[config.mk]
export PLATFORM = sky130hd
export DESIGN_NAME = dispatch_stage
export DESIGN_NICKNAME = d
export VERILOG_FILES = /design/src/ooo_int_pkg.sv /design/src/dispatch_stage.sv
export SDC_FILE = /design/constraint.sdc
export NUM_CORES = 1
export LEC_CHECK = 0
export ABC_AREA = 1
export BUFFER_PORTS_ARGS = -buffer_cell sky130_fd_sc_hd__buf_2
export CORE_MARGIN = 2
export CORE_UTILIZATION = 30
export DETAILED_ROUTE_END_ITERATION = 8
export SLEW_MARGIN = 20
export SYNTH_ARGS = -nofsm -noshare
export SYNTH_HDL_FRONTEND = slang
export SYNTH_SLANG_ARGS = --single-unit
[constraint.sdc]
create_clock -name clock -period 3.81 [get_ports clock]
set_input_delay 0.5715 -clock clock [delete_from_list [all_inputs] [get_ports clock]]
set_output_delay 0.5715 -clock clock [all_outputs]
set_load 0.02 [all_outputs]
[src/ooo_int_pkg.sv]
/*
 * Shared sizes, vector typedefs, ALU op encoding and the
 * micro-op and writeback structs of the integer issue slice
 */

package ooo_int_pkg;

  // Physical register file
  localparam int PRF_INT_SIZE       = 32;
  localparam int PRF_INT_INDEX_SIZE = 5;
  localparam int PRF_INT_WAYS       = 2;

  // Issue queue depth
  localparam int IQ_INT_SIZE = 8;

  localparam int XLEN         = 32;
  localparam int SLOW_LATENCY = 3;
  localparam int ROB_TAG_SIZE = 4;

  typedef logic [PRF_INT_INDEX_SIZE-1:0] preg_t;
  typedef logic [XLEN-1:0]               data_t;
  typedef logic [ROB_TAG_SIZE-1:0]       rob_tag_t;

  typedef enum logic [2:0] {
    OP_LI,
    OP_ADD,
    OP_SUB,
    OP_XOR,
    OP_MUL
  } alu_op_t;

  // Renamed micro-op, imm only meaningful for OP_LI
  typedef struct packed {
    alu_op_t  op;
    preg_t    rd;
    preg_t    rs1;
    preg_t    rs2;
    data_t    imm;
    rob_tag_t tag;
  } int_uop_t;

  // One writeback way, way 0 fast and way 1 slow
  typedef struct packed {
    logic     valid;
    preg_t    rd;
    data_t    value;
    rob_tag_t tag;
  } wb_t;

endpackage

[src/dispatch_stage.sv]
/*
 * Dispatch register with valid/ready input handshake
 * Back-pressure from issue queue occupancy
 */

module dispatch_stage
  import ooo_int_pkg::*;
(
  input  logic                         clock,
  input  logic                         rst_n,
  input  logic                         in_valid,
  output logic                         in_ready,
  input  int_uop_t                     in_uop,
  input  logic [$clog2(IQ_INT_SIZE):0] iq_count,
  output logic                         disp_valid,
  output int_uop_t                     disp_uop
);

  logic [$clog2(IQ_INT_SIZE):0] occupancy;
  logic                         accept;

  // Entries in the queue plus the one held here
  assign occupancy = iq_count + {{$clog2(IQ_INT_SIZE){1'b0}}, disp_valid};
  assign in_ready  = occupancy < IQ_INT_SIZE;
  assign accept    = in_valid && in_ready;

  always_ff @(posedge clock or negedge rst_n) begin
    if (!rst_n) begin
      disp_valid <= 1'b0;
    end else begin
      disp_valid <= accept;
    end
  end

  always_ff @(posedge clock) begin
    if (accept) begin
      disp_uop <= in_uop;
    end
  end

  // Source must hold a stalled micro-op until it is taken
  a_src_hold: assert property (
    @(posedge clock) disable iff (!rst_n)
    in_valid && !in_ready |=> in_valid && $stable(in_uop)
  ) else $error("dispatch: source changed a stalled micro-op");

  // Counted space never exceeds the queue depth
  a_no_overflow: assert property (
    @(posedge clock) disable iff (!rst_n)
    occupancy <= IQ_INT_SIZE
  ) else $error("dispatch: occupancy above queue depth");

endmodule

Word level (Yosys, flattened, before mapping):

Cells that the tools add are included.

* register bits after elaboration: 55
* bits of input ports: 61
* output and inout bits: 56

* add/sub/neg operators: 1
* $lt $le $gt $ge: 1
* reductions and logical operators: 1

Operator list (number)
* adder 4 x 1 -> 4 bit: 1
* < comparator 4 bit, second input constant: 1
* logical AND 1 bit: 1

Depth between registers and ports, before layout:

* depth in word-level cells: 3
* gate-level depth with buffers: 4

Worst setup path after synthesis:

No wires, ideal clock.

* kind: input-to-reg
* start point: in iq_count[0]
* end point: reg disp_uop[0] (netlist name), enable pin
* library setup time: 485 ps
* data arrival time: 3471 ps
* setup slack: -146 ps
* stages: 4
* cell sequence: nand2_1 -> nor2_1 -> nand2_1 -> a21oi_1

* longest elaborated chain between the ends: 3

RTL lines
* start, declared: RTL line dispatch_stage.sv:14 `input logic [$clog2(IQ_INT_SIZE):0] iq_count,`
* adder 4 x 1 -> 4 bit: RTL line dispatch_stage.sv:23 `assign occupancy = iq_count + {{$clog2(IQ_INT_SIZE){1'b0}}, disp_valid};`
* < comparator 4 bit: RTL line dispatch_stage.sv:24 `assign in_ready = occupancy < IQ_INT_SIZE;`
* logical AND 1 bit: RTL line dispatch_stage.sv:25 `assign accept = in_valid && in_ready;`
* net accept: RTL line dispatch_stage.sv:20 `logic accept;`
* end signal, assigned: RTL line dispatch_stage.sv:37 `disp_uop <= in_uop;`
* end, declared: RTL line dispatch_stage.sv:16 `output int_uop_t disp_uop`

The timed path passes the listed nets, and every way through them passes these cells.
A chain may end at the register's enable or synchronous reset.

Worst setup path after layout:

* start point: in iq_count[0]
* end point: out in_ready

* longest elaborated chain between the ends: 2

RTL lines
* adder 4 x 1 -> 4 bit: RTL line dispatch_stage.sv:23
* < comparator 4 bit: RTL line dispatch_stage.sv:24
* end, declared: RTL line dispatch_stage.sv:12 `output logic in_ready,`

Every way passes these cells.

==> out/summary.md <==
After clock tree synthesis, the flow added hold-fix buffers numbering 0. By area the synthesized netlist is led by edfxtp_1 (96%), dfrtp_1 (1.5%), nand2_1 (0.89%). The cell type with the largest total area after synthesis was edfxtp_1. The die covers 6220 um^2. On the final layout, the worst hold slack is 0.0337 ns.

The first global-routing pass estimated 4.88 mm of wire. The die boundary width works out to 78.9 um. STA classifies the critical path endpoint as an output port. After routing, the total negative slack on setup checks comes to 0 ns. The area growth from synthesis to layout is 46.7%. The post-synthesis instance total was 63; the synthesis-stage register bit count was 55. At the placement stage, the worst setup path has a slack of 1.78 ns. Power spread over the standard cell area amounts to 454 nW/um^2.

Traced cell by cell, the critical path runs through buf_2 > nand2_1 > o21bai_1 > nand2_1 > buf_2. Global routing used 10.6% of the available tracks. Clock tree synthesis inserted a total of 5 buffers. The post-route clock period utilization came out at 47.4%.

The run finished with clean final reports. The tools report the total number of vias as 1,012. Global routing used 5.00% of the available met3 tracks. The via count of the first global-routing pass is 1,076.

The post-CTS setup buffer count was 0. The H-tree was split into 2 levels. The most used routing layer was met2.

Leaving out fill and tap cells, the most frequent cell in the layout is buf_2. The floorplan has 27 rows. In the routed design, unresolved DRC markers number 0. During synthesis, Yosys emitted a total of 0 warnings. The via density per instance is 3.89.

The tools report the final-report max-slew violation count as 0. The number of search-and-repair iterations in the first detailed-routing pass is 3. At the end of routability-driven placement, the weighted congestion stood at 0.610. 0 antenna diodes ended up in the layout. The number of nets in the layout was 248; the clock transition time at the flip-flop clock pins of the worst setup and hold paths was 0.09 ns.

Averaged over all synthesized cells, the footprint is 26.7 um^2. Measured in cells, the most critical reg-to-reg path has a length of 5. The run gives 3.24 ns as the critical path data required time.

The critical path in this run is classified as primary input to output port. In this run, the number of DRC markers left after iteration 0 of detailed routing was 18. The total wire length was 3.28 mm; the count of pins on the block boundary was 117. The slowest cell on the critical path was o21bai_1.

The number of hold violations in the final report was 0; the shortest period the worst path allows was 1.81 ns. The die is 78.9 um tall. Along the worst path, the maximum fanout reaches 2.

The average wire length per cell after detail routing was 12.6 um; the pin count of the biggest net entering global routing was 56. The longest clock path from root to sink contains 2 buffers. The tools report the detailed-placement wirelength estimate as 2.48 mm. For the remaining number of nets flagged by the antenna check after routing, the log shows 0. TritonCTS built the clock tree.

The clock arrives with 0.00562 ns of skew. The tools report the distinct cell type count of the synthesized netlist as 7. For this run, global-route usage on met1 was measured as 10.6%. The max-capacitance violation count was 0; the top achievable clock speed was 0.554 GHz.

Clock latency on the worst-skew pair, taken at its later pin, is 0.29 ns. The worst hold path belongs to the class primary input to asynchronous set/reset pin. The startpoint class of the critical path is a primary input. Setup repair after global routing left no endpoint under its margin.

Counting every net in the synthesized netlist gives 124. The global-route congestion overflow total was 0; the number of antenna violations at the first check in global routing was 0. The initial standard-cell utilization of the core came out at 30.7%. For the summed instance area of the synthesized netlist, the log shows 1680 um^2.

CTS placed an instance of clkbuf_8 at the clock tree root. The met2 track demand over resource is 18.5%, and the worst voltage drop across the vdd grid is 0.000187 V. The analysis attributes to cell leakage a power of 1.05 nW.

Setup violations remaining at the end of the flow were counted as 0. The slew at the pin closest to its max-slew limit is 0.667 ns. For the number of resized instances in the post-cts repair step, the log shows 0. The largest single stage delay on the critical path is 0.26 ns.

Summed over its instances, the top area cell type makes up 96.4% of the synthesized netlist area. The region available for standard cell placement spans 5470 um^2. Summing the sequential cell areas from Yosys gives 97.9% of the chip area. Cells with a size suffix above 1 make up 66.5% of the layout. The top cell types in the final layout, fill and taps aside, are buf_2 (116), edfxtp_1 (54), clkbuf_8 (6). Port buffering added 116 buffers.

The clock net in this run drives a total of 55 sinks. Data arrives at the worst endpoint at 1.23 ns. Headroom to the max-slew limit came out at 55.5%. After layout, the worst setup slack is 2.00 ns.
[worst paths after layout]
path	startpoint	to	slack, ns
setup / recovery	iq_count[0]	in_ready	2.00
hold / removal	rst_n	disp_valid	0.03
setup reg to reg	disp_valid	disp_uop[25]	2.12
hold reg to reg	disp_valid	disp_valid	1.14
max in group asynchronous	rst_n	disp_valid	3.69
min in group clock	in_uop[17]	disp_uop[17]	0.44
[logic make-up (layout without fill, tap and decap cells)]
logic type	after synthesis	count (layout)	share of synthesized area (%)
AND/OR/NAND/NOR	5	5	1.12
AO/OA/AOI/OAI	2	2	0.744
buffers and inverters	1	126	0.223
flip-flops	55	55	97.9
[Yosys cell counts, drive strengths merged]
cell type and instances:
inv 1, dfrtp 1, o21bai 1, nand2 4, nor2 1, a21oi 1, edfxtp 54
[critical path: cells and delay by family]
family	cells	cell delay, ns
compound gates	1	0.26
buf+inv	2	0.25
simple gates	2	0.15
[final cells by class]
cell class | instances | area (um^2)
timing repair buffer | 117 | 588
fill | 535 | 3010
sequential | 55 | 1650
multi-input combinational | 7 | 42.5
inverter | 1 | 3.75
tap | 72 | 90.1
clock buffer | 7 | 86.3
clock inverter | 1 | 8.76
[stage by stage]
stage	util [%]	total power [mW]	cell area, um^2	instances
after floorplan	-	0.763	1690	63
after global placement	43.3	0.818	2370	252
after detailed placement	43.3	0.821	2370	252
after CTS	45.1	1.15	2470	260
after global routing	45.1	1.18	2470	260
final	45.1	1.12	2470	260
[routing by layer]
| layer | vias to the layer above | routed length (um) |
|---|---|---|
| met5 | - | 0 |
| met4 | 0 | 40 |
| met3 | 2 | 384 |
| met2 | 68 | 1710 |
| met1 | 450 | 1140 |
| li1 | 492 | - |
[report_power, final]
part	total [mW]	leakage [nW]	switching (mW)	internal, mW
sequential	0.701	0.519	0.00537	0.696
clock	0.316	0.0484	0.167	0.149
combinational	0.103	0.482	0.0631	0.0397
[registers in the layout (all words and copies together), names as in the netlist]
| signal | count |
|---|---|
| disp_valid | 1 |
| disp_uop | 54 |
(Power assumes the default switching activity.)
