File: config.mk
export PLATFORM = sky130hd
export DESIGN_NAME = issue_queue_int
export DESIGN_NICKNAME = d
export VERILOG_FILES = /design/src/ooo_int_pkg.sv /design/src/issue_queue_int.sv
export SDC_FILE = /design/constraint.sdc
export NUM_CORES = 1
export LEC_CHECK = 0
export ABC_AREA = 1
export BUFFER_PORTS_ARGS = -buffer_cell sky130_fd_sc_hd__buf_4
export CORE_MARGIN = 4
export CORE_UTILIZATION = 45
export DETAILED_ROUTE_END_ITERATION = 12
export PLACE_DENSITY_LB_ADDON = 0.08
export RECOVER_POWER = 100
export SYNTH_ARGS = -nofsm -noshare
export SYNTH_HDL_FRONTEND = slang
export SYNTH_SLANG_ARGS = --single-unit
File: constraint.sdc
create_clock -name clock -period 7.6 [get_ports clock]
set_input_delay 0 -clock clock [delete_from_list [all_inputs] [get_ports clock]]
set_output_delay 0 -clock clock [all_outputs]
set_load 0.03 [all_outputs]
File: src/ooo_int_pkg.sv
/*
 * Shared sizes, vector typedefs, ALU op encoding and the
 * micro-op and writeback structs of the integer issue slice
 */

package ooo_int_pkg;

  // Physical register file
  localparam int PRF_INT_SIZE       = 32;
  localparam int PRF_INT_INDEX_SIZE = 5;
  localparam int PRF_INT_WAYS       = 2;

  // Issue queue depth
  localparam int IQ_INT_SIZE = 8;

  localparam int XLEN         = 32;
  localparam int SLOW_LATENCY = 3;
  localparam int ROB_TAG_SIZE = 4;

  typedef logic [PRF_INT_INDEX_SIZE-1:0] preg_t;
  typedef logic [XLEN-1:0]               data_t;
  typedef logic [ROB_TAG_SIZE-1:0]       rob_tag_t;

  typedef enum logic [2:0] {
    OP_LI,
    OP_ADD,
    OP_SUB,
    OP_XOR,
    OP_MUL
  } alu_op_t;

  // Renamed micro-op, imm only meaningful for OP_LI
  typedef struct packed {
    alu_op_t  op;
    preg_t    rd;
    preg_t    rs1;
    preg_t    rs2;
    data_t    imm;
    rob_tag_t tag;
  } int_uop_t;

  // One writeback way, way 0 fast and way 1 slow
  typedef struct packed {
    logic     valid;
    preg_t    rd;
    data_t    value;
    rob_tag_t tag;
  } wb_t;

endpackage

File: src/issue_queue_int.sv
/*
 * Eight-entry age-ordered integer issue queue
 * Compacted toward slot 0, oldest-ready select, registered issue
 */

module issue_queue_int
  import ooo_int_pkg::*;
(
  input  logic                         clock,
  input  logic                         rst_n,
  input  logic                         disp_valid,
  input  int_uop_t                     disp_uop,
  output logic [$clog2(IQ_INT_SIZE):0] iq_count,
  output preg_t [IQ_INT_SIZE-1:0]      rs1_index,
  output preg_t [IQ_INT_SIZE-1:0]      rs2_index,
  input  logic  [IQ_INT_SIZE-1:0]      rs1_busy,
  input  logic  [IQ_INT_SIZE-1:0]      rs2_busy,
  output logic                         iss_valid,
  output int_uop_t                     iss_uop
);

  logic     [IQ_INT_SIZE-1:0]           q_valid;
  int_uop_t                             q_uop [IQ_INT_SIZE];
  logic     [IQ_INT_SIZE-1:0]           nxt_valid;
  int_uop_t                             nxt_uop [IQ_INT_SIZE];
  logic     [IQ_INT_SIZE-1:0]           ready;
  logic                                 sel_found;
  logic     [$clog2(IQ_INT_SIZE)-1:0]   sel_idx;
  logic     [$clog2(IQ_INT_SIZE):0]     tail;

  assign iq_count = $bits(iq_count)'($countones(q_valid));

  // Source lookups go to the scoreboard for every slot
  always_comb begin
    for (int i = 0; i < IQ_INT_SIZE; i++) begin
      rs1_index[i] = q_uop[i].rs1;
      rs2_index[i] = q_uop[i].rs2;
    end
  end

  assign ready = q_valid & ~rs1_busy & ~rs2_busy;

  // Lowest ready slot is the oldest
  always_comb begin
    sel_found = 1'b0;
    sel_idx   = '0;
    for (int i = IQ_INT_SIZE - 1; i >= 0; i--) begin
      if (ready[i]) begin
        sel_found = 1'b1;
        sel_idx   = i[$clog2(IQ_INT_SIZE)-1:0];
      end
    end
  end

  // First free slot once the issued entry has been squeezed out
  assign tail = iq_count - {{$clog2(IQ_INT_SIZE){1'b0}}, sel_found};

  always_comb begin
    nxt_valid = q_valid;
    for (int i = 0; i < IQ_INT_SIZE; i++) begin
      nxt_uop[i] = q_uop[i];
    end

    // Younger entries move down by one behind the issued slot
    if (sel_found) begin
      for (int i = 0; i < IQ_INT_SIZE; i++) begin
        if (i >= sel_idx) begin
          if (i < IQ_INT_SIZE - 1) begin
            nxt_valid[i] = q_valid[i+1];
            nxt_uop[i]   = q_uop[i+1];
          end else begin
            nxt_valid[i] = 1'b0;
          end
        end
      end
    end

    // New entry is the youngest
    for (int i = 0; i < IQ_INT_SIZE; i++) begin
      if (disp_valid && (i == tail)) begin
        nxt_valid[i] = 1'b1;
        nxt_uop[i]   = disp_uop;
      end
    end
  end

  always_ff @(posedge clock or negedge rst_n) begin
    if (!rst_n) begin
      q_valid   <= '0;
      iss_valid <= 1'b0;
    end else begin
      q_valid   <= nxt_valid;
      iss_valid <= sel_found;
    end
  end

  always_ff @(posedge clock) begin
    for (int i = 0; i < IQ_INT_SIZE; i++) begin
      q_uop[i] <= nxt_uop[i];
    end
    if (sel_found) begin
      iss_uop <= q_uop[sel_idx];
    end
  end

  // Dispatch reserves its slot ahead of time
  a_no_disp_when_full: assert property (
    @(posedge clock) disable iff (!rst_n)
    disp_valid |-> iq_count < IQ_INT_SIZE
  ) else $error("issue queue: dispatch into a full queue");

endmodule

After elaboration in Yosys (flattened, before gate mapping)
Memories as Yosys holds them, arrays and structs flattened. A register that Yosys moved wholly into a read port is not among the register bits.
Cells that the tools add are included.
{ "word_totals": {"input_bits": 73, "wordCells": 115, "ramBits": 432, "memories": 1, "regBits": 9, "out_inout_bits": 139} }
{ "mem_list": {"columns": ["memory", "depth", "width", "read_ports", "rd_ports_with_merged_regs", "write_ports", "line", "rtl"], "rows": [
  ["q_uop", 8, 54, 9, 1, 8, "issue_queue_int.sv:23", "int_uop_t q_uop [IQ_INT_SIZE];"]
]} }
{ "op_classes": {"addsub": 8, "n_bitwise": 4, "magnitude_cmp": 7, "n_mux": 48, "eq_ne": 7, "n_reduce_logical": 31} }
{ "op_table": {"columns": ["operator", "count"], "rows": [
  ["2-to-1 mux 54 bit", 15],
  ["2-to-1 mux 378 bit", 1],
  ["nonzero test 2 bit", 15],
  ["2-to-1 mux 3 bit", 8],
  ["2-to-1 mux 1 bit", 23],
  ["bitwise AND 8 bit", 2],
  ["== test 3 x 4 -> 1 bit (first input constant)", 4],
  ["inverter 8 bit", 2],
  ["AND reduction 2 bit", 7],
  [">= comparator 3 bit (first input constant)", 3],
  ["adder 1 x 1 -> 2 bit", 4],
  ["== test 2 x 4 -> 1 bit (first input constant)", 2],
  ["logical AND 1 bit", 8],
  ["2-to-1 mux 8 bit", 1],
  ["adder 2 x 2 -> 3 bit", 2],
  [">= comparator 1 x 3 -> 1 bit (first input constant)", 2],
  [">= comparator 2 x 3 -> 1 bit (first input constant)", 2],
  ["adder 3 x 3 -> 4 bit", 1],
  ["== test 1 x 4 -> 1 bit (first input constant)", 1],
  ["logical NOT 4 bit", 1],
  ["subtractor 4 x 1 -> 4 bit", 1]
]} }

Logic depth before layout (Yosys ltp)
Gate-level depths: netlist of run 1.
{ "logic_depth": {"depth_word": 16, "ltp_mapped": 19, "ltp_nobuf": 17} }

Worst setup path after synthesis of run 1
Ideal clock, no wire load.
{ "synth_timing": {"kind": "register -> register", "start": "register, netlist name q_valid[1]", "end": "memory q_uop[4][0] (netlist bit) (enable)", "path_slack_ns": 1.934, "stages_incl_launch_ff": 15, "arrival_time_ns": 4.894, "t_required_ns": 6.828, "n_path_buf": 1, "setup_time_ns": 0.772, "cell_sequence": "dfrtp_1 inv_1 fa_1 fa_1 fa_1 inv_1 ha_1 fa_1 inv_1 ha_1 xnor2_1 and2_1 nand2_1 buf_2 nand3_1"} }
{ "synth_rtl": {"columns": ["element", "line"], "rows": [
  ["end: declaration", "issue_queue_int.sv:23"]
]} }

==> Flow_metrics.wiki, run 1 <==
{| class="wikitable"
! Metric !! Value
|-
| Startpoint type of the worst setup path || flip-flop
|-
| Worst-path clk slew || 60 ps
|-
| Global-route wire length before repair || 111 mm
|-
| Number of setup violations in the final report || 0
|-
| Max Cap Viol || 11
|-
| Number of global-route vias before repair || 18600
|-
| Time the worst path needs with I/O delays and setup || ~6300 ps
|-
| Hold Fails Final Rpt || 0
|-
| Max frequency || 158 MHz
|-
| Unrepaired setup endpoints after global routing || false
|-
| Quantity of I/O buffers inserted on ports || around 210
|-
| Worst path arrival time || between 6000 and 7000 ps
|-
| Io pins || around 210
|-
| Cell family with the largest share of critical-path delay || adder cells
|-
| Clock network latency to the later pin of the worst-skew pair || roughly 600 ps
|-
| Category of the worst setup path capture point || flip-flop
|-
| Total congestion overflow || 0
|-
| Residual DRC || 0
|-
| Detailed-route wire length per cell || roughly 20 um
|-
| Overall routing resource usage || about a quarter
|-
| Worst r2r dst || q_uop[3][24]
|-
| Number of nets in the synthesized netlist || 2743
|-
| Worst setup path start || q_valid[1]
|-
| Horizontal die dimension || around 240 um
|-
| Maximum level of the CTS H-tree || 2
|-
| Cell taking the most area after synthesis || edfxtp_1
|-
| Router iterations before antenna repair || 5
|-
| Top area cells in the synthesized netlist || edfxtp_1 (58%), nand2_1 (10%), o21ai_0 (7.7%), inv_1 (5.2%), nand3b_1 (4.8%)
|-
| Most frequent standard cell in the layout excluding fill and tap cells || nand2_1
|-
| FF+latch count, synth || a little under 500
|-
| Number of rows in the core area || 86
|-
| Kind of critical path || reg2reg
|-
| Violations in the final reports || capacitance limit, slew limit
|-
| Worst-Margin Slew || a little over 4000 ps
|-
| Detailed placer's ending HPWL || about 40 mm
|-
| Worst Clk Skew || between 10 and 15 ps
|-
| Worst Hold Depth || 2
|-
| Critical path's largest stage delay || approximately 1500 ps
|-
| Die height || around 240 um
|-
| Post-synthesis instance area || 0.0252 mm^2
|-
| Final core occ || around half
|-
| Die footprint || between 0.05 and 0.06 mm^2
|-
| Library cell contributing the largest single delay on the critical path || clkbuf_2
|-
| Mean instance size in the synthesized netlist || 9.46 um^2
|-
| Headroom to the max-slew limit || -175%
|-
| Routed vias || about 19000
|-
| Initial antenna violation count || 2
|-
| Floorplan core area || 0.0552 mm^2
|-
| Peak fanout along the critical path || 84
|-
| Type of the worst min-delay path || in2reg
|-
| Root Buffer || clkbuf_16
|-
| Critical path, cell by cell || inv_1, fa_1, fa_1, fa_1, inv_1, ha_1, fa_1, inv_1, ha_1, xnor2_1, and2b_1, nand2_1, clkbuf_2, o21ai_0
|-
| Post-route setup TNS || 0 ps
|-
| Initial core utilization || ~46%
|-
| Number of cells produced by synthesis || approximately 2700
|-
| Worst Reg2Reg Path Length in Cells || 14
|-
| RD Place Congestion || roughly 0.8
|-
| Stages on worst setup path || 14
|-
| Gates resized, CTS repair || 0
|-
| Share of synthesized area occupied by flip-flops and latches || between 50% and 60%
|-
| Number of buffers on the longest clock path || 3
|-
| Count of different cell masters after synthesis || 33
|-
| Count of warnings emitted by yosys || 0
|-
| Status || complete, but fails checks
|-
| Max-slew violations || around 610
|-
| Clock tree from TritonCTS || done
|-
| Crit path buffers/inverters || 4
|-
| Reg-to-reg setup timing slack || around 1300 ps
|-
| Largest net degree at the start of global routing || between 80 and 90
|-
| Detail-routed via count per cell || 5.32
|-
| Cell occurring most often along the worst timing path || fa_1
|-
| Count of inserted antenna diode cells || 0
|-
| Iteration-0 DRC Markers || approximately 1600
|-
| Launching point of the worst reg2reg path || q_valid[1]
|-
| Ratio of cells with drive above 1 in the final layout || ~5.8%
|-
| Crit path to || q_uop[3][24]
|-
| Number of nets in the layout || roughly 2800
|-
| Wire length after detailed routing || around 72 mm
|-
| Final antenna-violating net count || 0
|-
| Critical path required time || approximately 8000 ps
|-
| Period utilization || 83.2%
|-
| Highest-count cells in the layout ignoring fill and taps || nand2_1 (697), edfxtp_1 (486), o21ai_0 (385)
|-
| Clk sink count || 495
|-
| Area Overhead vs Synth || 12.2%
|-
| Number of buffers added by the clock tree synthesis step || 56
|-
| Area share of the largest cell type after synthesis || around 58%
|}
[Yosys cell counts]
master    instances
a21boi_2          1
a21oi_1           1
a21oi_4           1
a31oi_1           1
and2_1            1
and2b_1           1
buf_1             4
buf_2            51
buf_4            95
buf_6            11
clkbuf_1         89
dfrtp_1           9
edfxtp_1        486
fa_1              4
ha_1              5
inv_1           349
inv_2             4
inv_4             1
nand2_1         702
nand2_4           2
nand3_1         220
nand3b_1        162
nand4_1          53
nor2_1            9
nor2_2            1
nor2_4            1
nor2_8            2
nor3_1            5
o21ai_0         385
or3_1             2
or3_4             1
xnor2_1           1
xor2_1            1
[worst reg2reg max path, cell delays in order, from the launching register on]
cell	delay, ps
dfrtp_1	380
inv_1	110
fa_1	450
fa_1	480
fa_1	500
inv_1	50
ha_1	210
fa_1	570
inv_1	60
ha_1	180
xnor2_1	160
and2b_1	230
nand2_1	770
clkbuf_2	1540
o21ai_0	300
[how the worst min path moves through the flow]
stage / start / to
floorplan: rst_n / iss_valid
global placement: rst_n / iss_valid
detailed placement: rst_n / iss_valid
CTS: rs1_busy[3] / q_valid[3]
global route: disp_uop[41] / q_uop[7][41]
finish: disp_uop[41] / q_uop[7][41]
[flip-flops by register name, summed over array words and instances (netlist names)]
| name | count |
|---|---|
| iss_uop | 54 |
| q_valid | 8 |
| q_uop | 432 |
| iss_valid | 1 |
[cell type report]
type / count / area [um^2]
inverter: 354 / 1330
multi-input combinational: 1562 / 7620
tap: 748 / 936
clock buffer: 74 / 1510
fill: 5245 / 26900
sequential: 495 / 14800
clock inverter: 29 / 312
timing repair buffer: 291 / 1720
[kinds of logic (layout without fill, tap and decap cells)]
group | count (synthesis) | count (layout) | synth area share, %
buffers and inverters | 604 | 748 | 11.0
DFF | 495 | 495 | 58.9
adders and majority gates | 9 | 9 | 0.567
xor gates and xnor gates | 2 | 2 | 0.0696
AOI/OAI and AO/OA | 389 | 389 | 7.81
and+or+nand+nor | 1162 | 1162 | 21.7
[what timing repair did]
action	CTS	global route
endpoints found under the hold margin	444	0
setup buffers	0	0
hold buffers	61	0
[per-stage QoR]
stage               setup slack (ps)  hold slack (ps)  instances  cell area (um^2)
detailed placement              1980             -163       3389             26600
global route                     883              123       3553             28300
CTS                             1940             63.2       3553             29000
global placement                2040             -166       3389             26600
floorplan                       1930             -296       2661             25200
finish                          1280              137       3553             28300
[per-layer routing]
metal / up-vias / part of all wire (%) / global-route usage [%]
met4: 4 / 2.3 / 6.56
li1: 9050 / - / -
met1: 9125 / 44 / 32.1
met2: 616 / 48 / 40.6
met3: 112 / 6.0 / 3.39
met5: - / 0.029 / 0
Power of run 1 is not shown: default switching activity piles up to over one toggle a cycle in this logic, so the estimate is an artifact.
==> run 2, diff against run 1 <==
clock period = 6.2 ns   (was 7.6 ns; I/O delays follow)
==> run 2 against run 1 <==
Compared with the run above: the run still ends with capacitance limit, slew limit left; via count up 0.24%; non-clock buffer count grew 16; first-iteration DRC count is 1.5% higher; worst setup slack worse by 640 ps; cell count is 0.39% higher; routed wire length grew 0.94%; utilization up 0.14 points; die area unchanged; global-route usage increased by 0.099 points; worst hold slack worse by 110 ps; highest routed layer unchanged.
==> Flow_metrics.wiki, run 2 (synthesized netlist as in run 1, its figures left out) <==
{| class="wikitable"
! Metric !! Value
|-
| Die footprint || 0.0598 mm^2 (unchanged)
|-
| Type of the worst min-delay path || in2reg
|-
| Floorplan core area || 0.0552 mm^2 (unchanged)
|-
| Root Buffer || clkbuf_16
|-
| Quantity of I/O buffers inserted on ports || 211 (unchanged)
|-
| Worst r2r dst || q_uop[1][19]
|-
| Worst Hold Depth || 6 (+4)
|-
| Most frequent standard cell in the layout excluding fill and tap cells || nand2_1
|-
| Launching point of the worst reg2reg path || q_valid[1]
|-
| Highest-count cells in the layout ignoring fill and taps || nand2_1 (691), edfxtp_1 (486), o21ai_0 (385)
|-
| Initial core utilization || 45.6% (unchanged)
|-
| Area taken by multi-input logic gates || 0.00769 mm^2 (+0.92%)
|-
| Worst Reg2Reg Path Length in Cells || 14 (unchanged)
|-
| Number of buffers on the longest clock path || 3 (unchanged)
|-
| Max frequency || 180 MHz (+14%)
|-
| Number of rows in the core area || 86 (unchanged)
|-
| Iteration-0 DRC Markers || 1651 (+1.5%)
|-
| Residual DRC || 0 (unchanged)
|-
| Clock tree from TritonCTS || done
|-
| Routed vias || 19000 (+0.24%)
|-
| Startpoint type of the worst setup path || flip-flop
|-
| Highest metal layer used by the detailed router || met5
|-
| Detailed-route wire length per cell || 20.5 um (+0.54%)
|-
| Max Cap Viol || 4 (-7)
|-
| Clk sink count || 495 (unchanged)
|-
| Worst-path clk slew || 60 ps (about the same)
|-
| Critical path required time || 6430 ps (-1430 ps)
|-
| Detail-routed via count per cell || 5.31 (-0.16%)
|-
| Number of setup violations in the final report || 0 (unchanged)
|-
| Total congestion overflow || 0 (unchanged)
|-
| Setup Slack @ Placement || 966 ps (-1010 ps)
|-
| Status || complete, but fails checks
|-
| Number of nets in the layout || 2858 (+0.56%)
|-
| Period utilization || 89.8% (+6.6 points)
|-
| Router iterations before antenna repair || 6 (+1)
|-
| Largest net degree at the start of global routing || 88 (+3.5%)
|-
| Met2 wire length || 35.1 mm (+0.76%)
|-
| Worst path arrival time || 5790 ps (-800 ps)
|-
| Finished layout cell area || 0.0283 mm^2 (+0.27%)
|-
| Worst setup path start || q_valid[1]
|-
| Violations in the final reports || capacitance limit, slew limit
|-
| Unrepaired setup endpoints after global routing || false
|-
| Number of inserted filler cells in the final layout || 5256 (+0.21%)
|-
| Post-route setup TNS || 0 ps (unchanged)
|-
| Detailed placer's ending HPWL || 41.6 mm (+6.5%)
|-
| Clock network latency to the later pin of the worst-skew pair || 610 ps (about the same)
|-
| Area Overhead vs Synth || 12.5%
|-
| Setup repair bufs after CTS || 0 (unchanged)
|-
| Overall routing resource usage || 23.9% (+0.099 points)
|-
| Number of global-route vias before repair || 18200 (-1.8%)
|-
| Maximum level of the CTS H-tree || 2 (unchanged)
|-
| RD Place Congestion || 0.814 (-1.1%)
|-
| Largest registers ranked by flip-flop count || q_uop: 432 flops, iss_uop: 54 flops, q_valid: 8 flops
|-
| Kind of critical path || reg2reg
|-
| Final antenna-violating net count || 0 (unchanged)
|-
| Die height || 245 um (unchanged)
|-
| Category of the worst setup path capture point || flip-flop
|-
| Horizontal die dimension || 245 um (unchanged)
|-
| Time the worst path needs with I/O delays and setup || 5570 ps (-757 ps)
|-
| Max reg flops || 432 (unchanged)
|-
| Ratio of cells with drive above 1 in the final layout || 6.25% (+0.47 points)
|-
| Worst-case hold slack || 24.1 ps (-113 ps)
|-
| Worst-Margin Slew || 4180 ps (+59.9 ps)
|-
| Global-route wire length before repair || 111 mm (about the same)
|-
| End of the worst hold path || q_valid[1]
|-
| Io pins || 212 (unchanged)
|-
| Register area || 0.0148 mm^2 (unchanged)
|-
| Number of buffers added by the clock tree synthesis step || 56 (unchanged)
|-
| Worst Clk Skew || 10.6 ps (-2.10 ps)
|-
| Reg with most FFs || q_uop
|-
| Met1 wire length || 32.1 mm (+1.6%)
|-
| Headroom to the max-slew limit || -179% (-4.0 points)
|-
| Max-slew violations || 265 (-57%)
|-
| Hold Fails Final Rpt || 0 (unchanged)
|-
| Initial antenna violation count || 3 (+1)
|-
| Wire length after detailed routing || 73.0 mm (+0.94%)
|-
| Standard cell area after detailed placement || 0.0268 mm^2 (+0.98%)
|-
| Reg-to-reg setup timing slack || 630 ps (-640 ps)
|-
| Startpoint of the lowest-slack hold path || rs1_busy[1]
|-
| WL met3 || 4.43 mm (+2.7%)
|-
| Peak fanout along the critical path || 53 (-37%)
|-
| Min setup slack post-route || 632 ps (-643 ps)
|}
[run 2: how the worst max path moves through the flow]
stage / endpoint / slack [ps] / depth (start not counted)
floorplan: q_uop[4][0] / 530 / 14
global placement: q_uop[4][21] / 1020 / 14
detailed placement: q_uop[4][22] / 970 / 14
CTS: q_uop[4][22] / 940 / 14
global route: q_valid[7] / 350 / 9
finish: q_uop[1][19] / 630 / 14
[run 2: cell type report]
class,count,area share (%)
multi-input combinational,1562,27.2
clock inverter,28,0.543
timing repair buffer,307,6.73
inverter,354,4.70
tap,748,3.30
sequential,495,52.3
antenna,1,0.00883
clock buffer,72,5.23
[run 2: repair_timing]
| item | in CTS | in global routing |
|---|---|---|
| hold buffers | 59 | 0 |
| endpoints found under the hold margin | 443 | 0 |
| resized for setup | 0 | 0 |
[run 2: routing by layer]
metal  GRT usage, %  vias to the layer above
li1               -                     9074
met1           32.7                     9173
met2           40.0                      604
met3           4.12                       97
met4           6.16                        4
met5              0                        -
[run 2: worst max-delay path, cell delays in order (launching register included)]
cell and delay [ps]:
dfrtp_1 380, inv_1 110, fa_1 440, fa_1 470, fa_1 500, inv_1 40, ha_1 210, fa_1 580
inv_1 70, ha_1 310, inv_1 60, nor3_1 460, nand2_4 490, nand2_4 160, clkbuf_2 870
[run 2: through the flow]
step                instances  util, %
floorplan                2661        -
CTS                      3566     52.6
global route             3567     51.3
finish                   3567     51.3
global placement         3407     48.6
detailed placement       3407     48.6
Power of run 2 is left out for the same reason.
